### config.mk
export PLATFORM = sky130hd
export DESIGN_NAME = decomp_engine_top
export DESIGN_NICKNAME = d
export VERILOG_FILES = /design/src/design/decomp_pkg.sv /design/src/design/ahb_block_master.sv /design/src/design/decomp_engine_top.sv /design/src/design/decomp_lane_steer.sv
export SDC_FILE = /design/constraint.sdc
export NUM_CORES = 1
export LEC_CHECK = 0
export BUFFER_PORTS_ARGS = -buffer_cell sky130_fd_sc_hd__buf_2
export CAP_MARGIN = 20
export CELL_PAD_IN_SITES_DETAIL_PLACEMENT = 2
export CELL_PAD_IN_SITES_GLOBAL_PLACEMENT = 2
export CORE_ASPECT_RATIO = 1.2
export CORE_MARGIN = 4
export CORE_UTILIZATION = 31
export DETAILED_ROUTE_END_ITERATION = 7
export GPL_TIMING_DRIVEN = 0
export PLACE_DENSITY = 0.8
export SLEW_MARGIN = 20
export SYNTH_ARGS = -nofsm -noshare
export SYNTH_HDL_FRONTEND = slang
export SYNTH_SLANG_ARGS = --single-unit
### constraint.sdc
create_clock -name clk -period 4.2 [get_ports clk]
set_input_delay 0.42 -clock clk [delete_from_list [all_inputs] [get_ports clk]]
set_output_delay 0.42 -clock clk [all_outputs]
set_load 0.01 [all_outputs]
### src/design/decomp_pkg.sv
package decomp_pkg;

    // ------------------------------------------------------------------------
    // AHB transfer types
    // ------------------------------------------------------------------------
    typedef logic [1:0] htrans_t;

    localparam htrans_t HTRANS_IDLE   = 2'b00;
    localparam htrans_t HTRANS_NONSEQ = 2'b10;
    localparam htrans_t HTRANS_SEQ    = 2'b11;

    // ------------------------------------------------------------------------
    // block geometry
    // ------------------------------------------------------------------------
    // every burst is INCR16 of 32-bit words
    localparam int unsigned BEATS_PER_BURST = 16;
    localparam logic [31:0] WORD_BYTES      = 32'd4;
    // 64-byte source block, 128-byte expanded destination block
    localparam int unsigned RD_BLK_SHIFT    = 6;
    localparam int unsigned WR_BLK_SHIFT    = 7;

    // counters and buffer indices
    typedef logic [25:0] blk_cnt_t;
    typedef logic [4:0]  beat_cnt_t;
    typedef logic [3:0]  buf_addr_t;

    // decompressor lanes
    localparam int unsigned NUM_LANES = 3;

    typedef logic [1:0] lane_t;

    localparam lane_t LANE_DIRECT  = 2'd0;
    localparam lane_t LANE_BASE    = 2'd1;
    localparam lane_t LANE_VARIANT = 2'd2;

    // first word of a block, either header or plain data
    typedef union packed {
        logic [31:0] raw;
        struct packed {
            logic        direct;
            logic        variant;
            logic [29:0] payload;
        } hdr;
    } decomp_word_u;

endpackage

### src/design/ahb_block_master.sv
`timescale 1ns/1ps

module ahb_block_master import decomp_pkg::*; (
    input  logic        clk,
    input  logic        rst_n,

    input  logic [31:0] src_addr_i,
    input  logic [31:0] dst_addr_i,
    input  blk_cnt_t    len_i,
    input  logic        start_i,
    output logic        idle_o,

    output logic        hbusreq_o,
    input  logic        hgrant_i,
    output logic [31:0] haddr_o,
    output htrans_t     htrans_o,
    output logic        hwrite_o,
    output logic [31:0] hwdata_o,
    input  logic        hready_i,

    input  logic        decomp_done_i,
    output buf_addr_t   buf_addr_o,
    input  logic [63:0] decomp_rdata_i,

    output logic        beat_valid_o,
    output logic [3:0]  beat_idx_o
);

    // ------------------------------------------------------------------------
    // per block: one read burst, wait for decompressor, two write bursts
    //
    //   addr phase : | A0 | A1 | ... | A15 |
    //   data phase :      | D0 | ... | D14 | D15 |
    //   state      : 1ST  |     MIDDLE     | LAST|
    // ------------------------------------------------------------------------
    enum logic [3:0] {
        S_IDLE,
        S_RD_BUSREQ,
        S_RD_1ST_ADDR,
        S_RD_MIDDLE,
        S_RD_LAST_DATA,
        S_DECOMP,
        S_WR1_BUSREQ,
        S_WR1_1ST_ADDR,
        S_WR1_MIDDLE,
        S_WR1_LAST_DATA,
        S_WR2_BUSREQ,
        S_WR2_1ST_ADDR,
        S_WR2_MIDDLE,
        S_WR2_LAST_DATA
    } state, state_n;

    blk_cnt_t    blk_cnt, blk_cnt_n;
    beat_cnt_t   beat_cnt, beat_cnt_n;

    logic        hbusreq, hbusreq_n;
    logic [31:0] haddr, haddr_n;
    htrans_t     htrans, htrans_n;
    logic        hwrite, hwrite_n;
    logic [31:0] hwdata, hwdata_n;

    // command latched at start
    logic [31:0] src_q;
    logic [31:0] dst_q;
    blk_cnt_t    len_q;
    logic        cmd_load;

    logic        beat_en;
    logic        wr_accept;
    logic [31:0] wr_half;

    // even beat takes the low half of the entry, odd beat the high half
    assign wr_half = beat_cnt[0] ? decomp_rdata_i[63:32] : decomp_rdata_i[31:0];

    always_comb begin
        state_n    = state;
        blk_cnt_n  = blk_cnt;
        beat_cnt_n = beat_cnt;
        hbusreq_n  = hbusreq;
        haddr_n    = haddr;
        htrans_n   = htrans;
        hwrite_n   = hwrite;
        hwdata_n   = hwdata;
        cmd_load   = 1'b0;
        beat_en    = 1'b0;
        wr_accept  = 1'b0;

        case (state)
            S_IDLE: begin
                if (start_i && (len_i != '0)) begin
                    cmd_load  = 1'b1;
                    blk_cnt_n = '0;
                    hbusreq_n = 1'b1;
                    state_n   = S_RD_BUSREQ;
                end
            end
            S_RD_BUSREQ: begin
                if (hgrant_i) begin
                    hbusreq_n  = 1'b0;
                    haddr_n    = src_q + (32'(blk_cnt) << RD_BLK_SHIFT);
                    htrans_n   = HTRANS_NONSEQ;
                    hwrite_n   = 1'b0;
                    beat_cnt_n = '0;
                    state_n    = S_RD_1ST_ADDR;
                end
            end
            S_RD_1ST_ADDR: begin
                if (hready_i) begin
                    haddr_n  = haddr + WORD_BYTES;
                    htrans_n = HTRANS_SEQ;
                    state_n  = S_RD_MIDDLE;
                end
            end
            S_RD_MIDDLE: begin
                // beat_cnt counts data phases on reads
                if (hready_i) begin
                    beat_en    = 1'b1;
                    haddr_n    = haddr + WORD_BYTES;
                    beat_cnt_n = beat_cnt + 1'b1;
                    if (beat_cnt == beat_cnt_t'(BEATS_PER_BURST - 2)) begin
                        htrans_n = HTRANS_IDLE;
                        state_n  = S_RD_LAST_DATA;
                    end
                end
            end
            S_RD_LAST_DATA: begin
                if (hready_i) begin
                    beat_en    = 1'b1;
                    beat_cnt_n = beat_cnt + 1'b1;
                    state_n    = S_DECOMP;
                end
            end
            S_DECOMP: begin
                if (decomp_done_i) begin
                    hbusreq_n = 1'b1;
                    state_n   = S_WR1_BUSREQ;
                end
            end
            S_WR1_BUSREQ: begin
                if (hgrant_i) begin
                    hbusreq_n  = 1'b0;
                    haddr_n    = dst_q + (32'(blk_cnt) << WR_BLK_SHIFT);
                    htrans_n   = HTRANS_NONSEQ;
                    hwrite_n   = 1'b1;
                    beat_cnt_n = '0;
                    state_n    = S_WR1_1ST_ADDR;
                end
            end
            S_WR1_1ST_ADDR, S_WR2_1ST_ADDR: begin
                // beat_cnt counts address phases on writes
                if (hready_i) begin
                    wr_accept  = 1'b1;
                    haddr_n    = haddr + WORD_BYTES;
                    htrans_n   = HTRANS_SEQ;
                    beat_cnt_n = beat_cnt + 1'b1;
                    state_n    = (state == S_WR1_1ST_ADDR) ? S_WR1_MIDDLE : S_WR2_MIDDLE;
                end
            end
            S_WR1_MIDDLE: begin
                if (hready_i) begin
                    wr_accept  = 1'b1;
                    haddr_n    = haddr + WORD_BYTES;
                    beat_cnt_n = beat_cnt + 1'b1;
                    if (beat_cnt == beat_cnt_t'(BEATS_PER_BURST - 1)) begin
                        htrans_n = HTRANS_IDLE;
                        state_n  = S_WR1_LAST_DATA;
                    end
                end
            end
            S_WR1_LAST_DATA: begin
                if (hready_i) begin
                    hbusreq_n = 1'b1;
                    state_n   = S_WR2_BUSREQ;
                end
            end
            S_WR2_BUSREQ: begin
                // haddr already sits at the second half of the block
                if (hgrant_i) begin
                    hbusreq_n = 1'b0;
                    htrans_n  = HTRANS_NONSEQ;
                    state_n   = S_WR2_1ST_ADDR;
                end
            end
            S_WR2_MIDDLE: begin
                if (hready_i) begin
                    wr_accept  = 1'b1;
                    haddr_n    = haddr + WORD_BYTES;
                    beat_cnt_n = beat_cnt + 1'b1;
                    if (beat_cnt == beat_cnt_t'(2 * BEATS_PER_BURST - 1)) begin
                        htrans_n = HTRANS_IDLE;
                        state_n  = S_WR2_LAST_DATA;
                    end
                end
            end
            default: begin
                // S_WR2_LAST_DATA, block finished once the last word lands
                if (hready_i) begin
                    blk_cnt_n = blk_cnt + 1'b1;
                    if (blk_cnt_n == len_q) begin
                        hwrite_n = 1'b0;
                        state_n  = S_IDLE;
                    end else begin
                        hbusreq_n = 1'b1;
                        state_n   = S_RD_BUSREQ;
                    end
                end
            end
        endcase

        // write data follows its address into the data phase
        if (wr_accept) begin
            hwdata_n = wr_half;
        end
    end

    always_ff @(posedge clk) begin
        if (!rst_n) begin
            state    <= S_IDLE;
            blk_cnt  <= '0;
            beat_cnt <= '0;
            hbusreq  <= 1'b0;
            htrans   <= HTRANS_IDLE;
            hwrite   <= 1'b0;
        end else begin
            state    <= state_n;
            blk_cnt  <= blk_cnt_n;
            beat_cnt <= beat_cnt_n;
            hbusreq  <= hbusreq_n;
            htrans   <= htrans_n;
            hwrite   <= hwrite_n;
        end
    end

    always_ff @(posedge clk) begin
        if (cmd_load) begin
            src_q <= src_addr_i;
            dst_q <= dst_addr_i;
            len_q <= len_i;
        end
        haddr  <= haddr_n;
        hwdata <= hwdata_n;
    end

    // ------------------------------------------------------------------------
    // outputs
    // ------------------------------------------------------------------------
    assign idle_o       = (state == S_IDLE);

    assign hbusreq_o    = hbusreq;
    assign haddr_o      = haddr;
    assign htrans_o     = htrans;
    assign hwrite_o     = hwrite;
    assign hwdata_o     = hwdata;

    // entry for the write address currently on the bus
    assign buf_addr_o   = buf_addr_t'(beat_cnt[4:1]);

    assign beat_valid_o = beat_en;
    assign beat_idx_o   = beat_cnt[3:0];

endmodule

### src/design/decomp_engine_top.sv
`timescale 1ns/1ps

module decomp_engine_top import decomp_pkg::*; (
    input  logic                 clk,
    input  logic                 rst_n,

    // command
    input  logic [31:0]          src_addr_i,
    input  logic [31:0]          dst_addr_i,
    input  blk_cnt_t             len_i,
    input  logic                 start_i,
    output logic                 done_o,

    // AHB master, fixed 32-bit INCR16 data access
    output logic                 hbusreq_o,
    input  logic                 hgrant_i,
    output logic [31:0]          haddr_o,
    output htrans_t              htrans_o,
    output logic                 hwrite_o,
    output logic [31:0]          hwdata_o,
    input  logic                 hready_i,
    input  logic [31:0]          hrdata_i,

    // decompressor
    output logic [NUM_LANES-1:0] lane_wren_o,
    output logic                 decomp_sop_o,
    output logic                 decomp_eop_o,
    output logic [31:0]          decomp_wdata_o,
    input  logic                 decomp_done_i,
    output buf_addr_t            buf_addr_o,
    input  logic [63:0]          decomp_rdata_i
);

    logic       idle;
    logic       beat_valid;
    logic [3:0] beat_idx;

    // ------------------------------------------------------------------------
    // bus master and block loop
    // ------------------------------------------------------------------------
    ahb_block_master ahb_block_master_i (
        .clk            (clk),
        .rst_n          (rst_n),
        .src_addr_i     (src_addr_i),
        .dst_addr_i     (dst_addr_i),
        .len_i          (len_i),
        .start_i        (start_i),
        .idle_o         (idle),
        .hbusreq_o      (hbusreq_o),
        .hgrant_i       (hgrant_i),
        .haddr_o        (haddr_o),
        .htrans_o       (htrans_o),
        .hwrite_o       (hwrite_o),
        .hwdata_o       (hwdata_o),
        .hready_i       (hready_i),
        .decomp_done_i  (decomp_done_i),
        .buf_addr_o     (buf_addr_o),
        .decomp_rdata_i (decomp_rdata_i),
        .beat_valid_o   (beat_valid),
        .beat_idx_o     (beat_idx)
    );

    // read words to the decompressor lanes
    decomp_lane_steer decomp_lane_steer_i (
        .clk            (clk),
        .rst_n          (rst_n),
        .beat_valid_i   (beat_valid),
        .beat_idx_i     (beat_idx),
        .hrdata_i       (hrdata_i),
        .lane_wren_o    (lane_wren_o),
        .decomp_sop_o   (decomp_sop_o),
        .decomp_eop_o   (decomp_eop_o),
        .decomp_wdata_o (decomp_wdata_o)
    );

    // low already in the cycle of an accepted start, a zero length start is ignored
    assign done_o = idle && !(start_i && (len_i != '0));

endmodule

### src/design/decomp_lane_steer.sv
`timescale 1ns/1ps

module decomp_lane_steer import decomp_pkg::*; (
    input  logic                 clk,
    input  logic                 rst_n,

    input  logic                 beat_valid_i,
    input  logic [3:0]           beat_idx_i,
    input  logic [31:0]          hrdata_i,

    output logic [NUM_LANES-1:0] lane_wren_o,
    output logic                 decomp_sop_o,
    output logic                 decomp_eop_o,
    output logic [31:0]          decomp_wdata_o
);

    decomp_word_u         word_in;
    lane_t                owner, owner_n;
    logic                 first_beat;

    logic [NUM_LANES-1:0] lane_wren, lane_wren_n;
    logic                 sop_q;
    logic                 eop_q;
    logic [31:0]          wdata_q;

    assign word_in    = hrdata_i;
    assign first_beat = beat_valid_i && (beat_idx_i == 4'd0);

    // lane decided by the header in beat 0, kept for the rest of the block
    always_comb begin
        owner_n = owner;
        if (first_beat) begin
            if (word_in.hdr.direct) begin
                owner_n = LANE_DIRECT;
            end else if (!word_in.hdr.variant) begin
                owner_n = LANE_BASE;
            end else begin
                owner_n = LANE_VARIANT;
            end
        end

        for (int i = 0; i < NUM_LANES; i++) begin
            lane_wren_n[i] = beat_valid_i && (owner_n == lane_t'(i));
        end
    end

    always_ff @(posedge clk) begin
        if (!rst_n) begin
            owner     <= LANE_DIRECT;
            lane_wren <= '0;
            sop_q     <= 1'b0;
            eop_q     <= 1'b0;
        end else begin
            owner     <= owner_n;
            lane_wren <= lane_wren_n;
            sop_q     <= first_beat;
            eop_q     <= beat_valid_i && (beat_idx_i == 4'(BEATS_PER_BURST - 1));
        end
    end

    // data word passed on untouched
    always_ff @(posedge clk) begin
        if (beat_valid_i) begin
            wdata_q <= word_in.raw;
        end
    end

    assign lane_wren_o    = lane_wren;
    assign decomp_sop_o   = sop_q;
    assign decomp_eop_o   = eop_q;
    assign decomp_wdata_o = wdata_q;

endmodule

==> reports/qor.yml <==
power_and_ir_drop:
  combPwrFrac: 0.279
  total_leakage_power_uw: 0.006474
  p_clk_frac: 0.304
  ir_drop_uv: 336.8
  power.total_uw: 7908
  p_sw_frac: 0.3389
  pwr-share-seq: 0.417
  p_per_area_nw_per_um2: 474.8
  p_int_uw: 5228
  p_sw_uw: 2680
global_routing:
  grt_pass1_vias: 13114
  grt_antenna_before_repair: 1
  grt_max_degree: 62
  grt-ovfl-total: 0
  grt_first_pass_wirelength_um: 80070
  grt_usage: 0.2269
timing:
  skew_ns: 0.02100
  timing_hold_violations_final: 0
  grt_setup_unrepaired: "false"
  setup-violations-final: 0
  hold_ws_ns: 0.02854
  max_slew.worst_pin.slew_ns: 0.9443
  slew_violations: 0
  finalCritPeriodShare: 0.9482
  max_freq_mhz: 251.1
  slew_headroom: 0.3647
  finalCriticalPeriod_ns: 3.983
floorplan:
  die_h_um: 231.8
  core_area_um2: 41050
  fp-row-count: 81
  dieArea_um2: 45080
  initial_core_util: 0.3152
  ios: 302
  die_w_um: 194.5
synth:
  syn-num-nets: 1466
  synth-seq-cells: 232
  ys.flop_type: "edfxtp_1"
  synth-async-reset-ratio: 0
  seq_area_frac_synth: 0.5029
  syn_avg_cell_area_um2: 10.64
  synth_cell_types: 76
  syn-instance-count: 1216
  yosysWarnings: 0
  synth-edff-count: 186
  netlist_area_um2: 12940
cells_and_area:
  fillers: 4429
  final_common_cell: "buf_2"
  multi_input_area_um2: 6148
  ff_latch_area_um2: 6509
  drive_gt1_frac: 0.2540
  final_core_util: 0.4058
  diodes: 0
  final_cell_count_no_fill: 2161
  layout_common_cells: "buf_2 (304), edfxtp_1 (186), nand2_1 (93)"
  syn_to_final_growth_pct: 28.73
  final_nets: 1850
min_path:
  hp-start: "src_addr_i[23]"
  hold_end: "ahb_block_master_i.src_q[23]$_DFFE_PP_"
  hp-class: "in2reg"
  hold_depth: 1
placed_design:
  place_inst: 2062
  placement.io_buffers: 301
  gp_congestion: 0.8948
  dp_hpwl_um: 39740
status:
  outcome: "complete, no violations"
critical_path:
  regToRegStartpoint: "ahb_block_master_i.blk_cnt[1]$_SDFFE_PN0P_"
  crit_arrival_ns: 4.44
  rr_endpoint: "ahb_block_master_i.hbusreq_o$_SDFFE_PN0P_"
  startpoint_type: "register"
  path_class: "reg2reg"
  required_ns: 4.65
  path_max_fanout: 10
  end_kind: "register"
  worstRegToRegCells: 9
  r2r_slack_ns: 0.22
routing:
  drc: 0
  via_per_inst: 5.395
  routedWlPerCell_um: 24.55
  postRouteAntennaNets: 0
  wirelength_um: 53050
  dr.first_iter.drc_count: 498
  vias: 11658
  firstDrtPassIters: 5
flow_run:
  maxCapViolations: 0
clocking:
  ctsLongestPathBuffers: 3
  path_clk_slew_ns: 0.06
  cts_tree: "done"
  cts_buffers: 28
  clockRootBuffer: "clkbuf_16"
  ctsHtreeMaxLevel: 1
  clkLatencyLatePin_ns: 0.58
  cts.sinks: 232
how the worst max path moves through the flow:
stage,to,slack [ns],start
floorplan,ahb_block_master_i.blk_cnt[25]$_SDFFE_PN0P_,0.43,ahb_block_master_i.state[2]$_SDFFE_PN0P_
global placement,ahb_block_master_i.blk_cnt[25]$_SDFFE_PN0P_,-1.40,len_i[24]
detailed placement,ahb_block_master_i.hbusreq_o$_SDFFE_PN0P_,-0.37,ahb_block_master_i.blk_cnt[1]$_SDFFE_PN0P_
CTS,ahb_block_master_i.hbusreq_o$_SDFFE_PN0P_,0.02,ahb_block_master_i.blk_cnt[1]$_SDFFE_PN0P_
global route,ahb_block_master_i.haddr_o[14]$_DFFE_PP_,0.009,ahb_block_master_i.state[0]$_SDFFE_PN0P_
finish,ahb_block_master_i.hbusreq_o$_SDFFE_PN0P_,0.22,ahb_block_master_i.blk_cnt[1]$_SDFFE_PN0P_
cell families after synthesis:
logic type	share of synthesized area
muxes	0.03423
and+or+nand+nor	0.1485
adders and majority gates	0.05802
buffers and inverters	0.02582
AOI/OAI and AO/OA	0.1631
xor gates and xnor gates	0.06740
DFF	0.5029
registers in the layout, indices dropped and copies added, names as in the netlist, 5 cells and up:
register                            count
ahb_block_master_i.hwdata_o            32
ahb_block_master_i.dst_q               32
ahb_block_master_i.beat_cnt             5
ahb_block_master_i.src_q               32
ahb_block_master_i.haddr_o             32
ahb_block_master_i.blk_cnt             26
decomp_lane_steer_i.decomp_wdata_o     32
ahb_block_master_i.len_q               26
worst max-delay path, stage by stage (launching register included):
cell and delay (ns):
dfxtp_2 0.53, ha_1 0.36, nand3_1 0.14, nor4_1 0.70
xnor2_1 0.20, a2111o_1 0.40, nor4_2 0.55, nand4_1 0.39
o221ai_2 0.25, mux2_1 0.35
cell type report:
type / instances / area share
sequential: 232 / 0.3908
buffer: 47 / 0.01217
timing repair buffer: 354 / 0.1252
multi-input combinational: 902 / 0.3691
tap: 539 / 0.04049
clock inverter: 9 / 0.006235
inverter: 35 / 0.008188
clock buffer: 43 / 0.04785
layer usage:
layer,GRT usage,vias to the layer above,part of all wire
met1,0.2465,5831,0.37
li1,-,5378,-
met4,0.08308,0,0.037
met2,0.4345,356,0.54
met3,0.04455,93,0.055
met5,0,-,0
Yosys cell counts (all sizes together), types with 4 or more instances:
library cell	n	area (um2)
and2	12	75.07
a221oi	4	35.03
o21bai	12	90.09
inv	34	127.6
or3	12	75.07
and3	17	106.4
nand4	19	118.9
o31ai	7	52.55
a21boi	20	150.1
edfxtp	186	5585
o21a	11	82.58
or4	11	82.58
a211o	4	35.03
o22ai	7	43.79
nand2	93	349.1
clkbuf	36	135.1
o221ai	10	93.84
dfxtp	46	920.9
xor2	43	376.6
nor2b	18	112.6
a31oi	20	125.1
a21o	18	135.1
buf	11	67.56
o21ai	72	360.3
nor3	23	115.1
nand3	49	255.3
nor2	84	315.3
ha	56	700.7
a21oi	71	355.3
mux2i	6	60.06
a211oi	9	72.57
xnor2	54	473.0
nor4	21	131.4
or2	4	25.02
o31a	4	35.03
a31o	4	35.03
and4	4	35.03
mux2	34	382.9
a22oi	16	120.1
o211ai	6	45.04
nand2b	9	56.30
repair_timing:
item                                    CTS  global route
gates resized for setup                   2             2
setup buffers                             0             0
hold endpoints to repair                 46             1
endpoints found under the setup margin    3             2
hold buffers                             46             1
per-stage QoR:
stage               area, um2  TNS [ns]  setup WS, ns
floorplan               12950         0        0.4295
global placement        15130    -81.40        -1.404
detailed placement      15270   -0.7245       -0.3745
CTS                     16640         0       0.01645
global route            16660         0      0.008511
finish                  16660         0        0.2174
power groups by stage:
stage | registers (uW) | clock network [uW] | logic (uW)
after CTS | 3300 | 2450 | 2210
after floorplan | 3300 | 0 | 1260
after global placement | 3360 | 0 | 1980
after global routing | 3330 | 2570 | 2410
after detailed placement | 3340 | 0 | 2150
final | 3300 | 2400 | 2210
No activity file was read; power rests on OpenSTA's default activity.
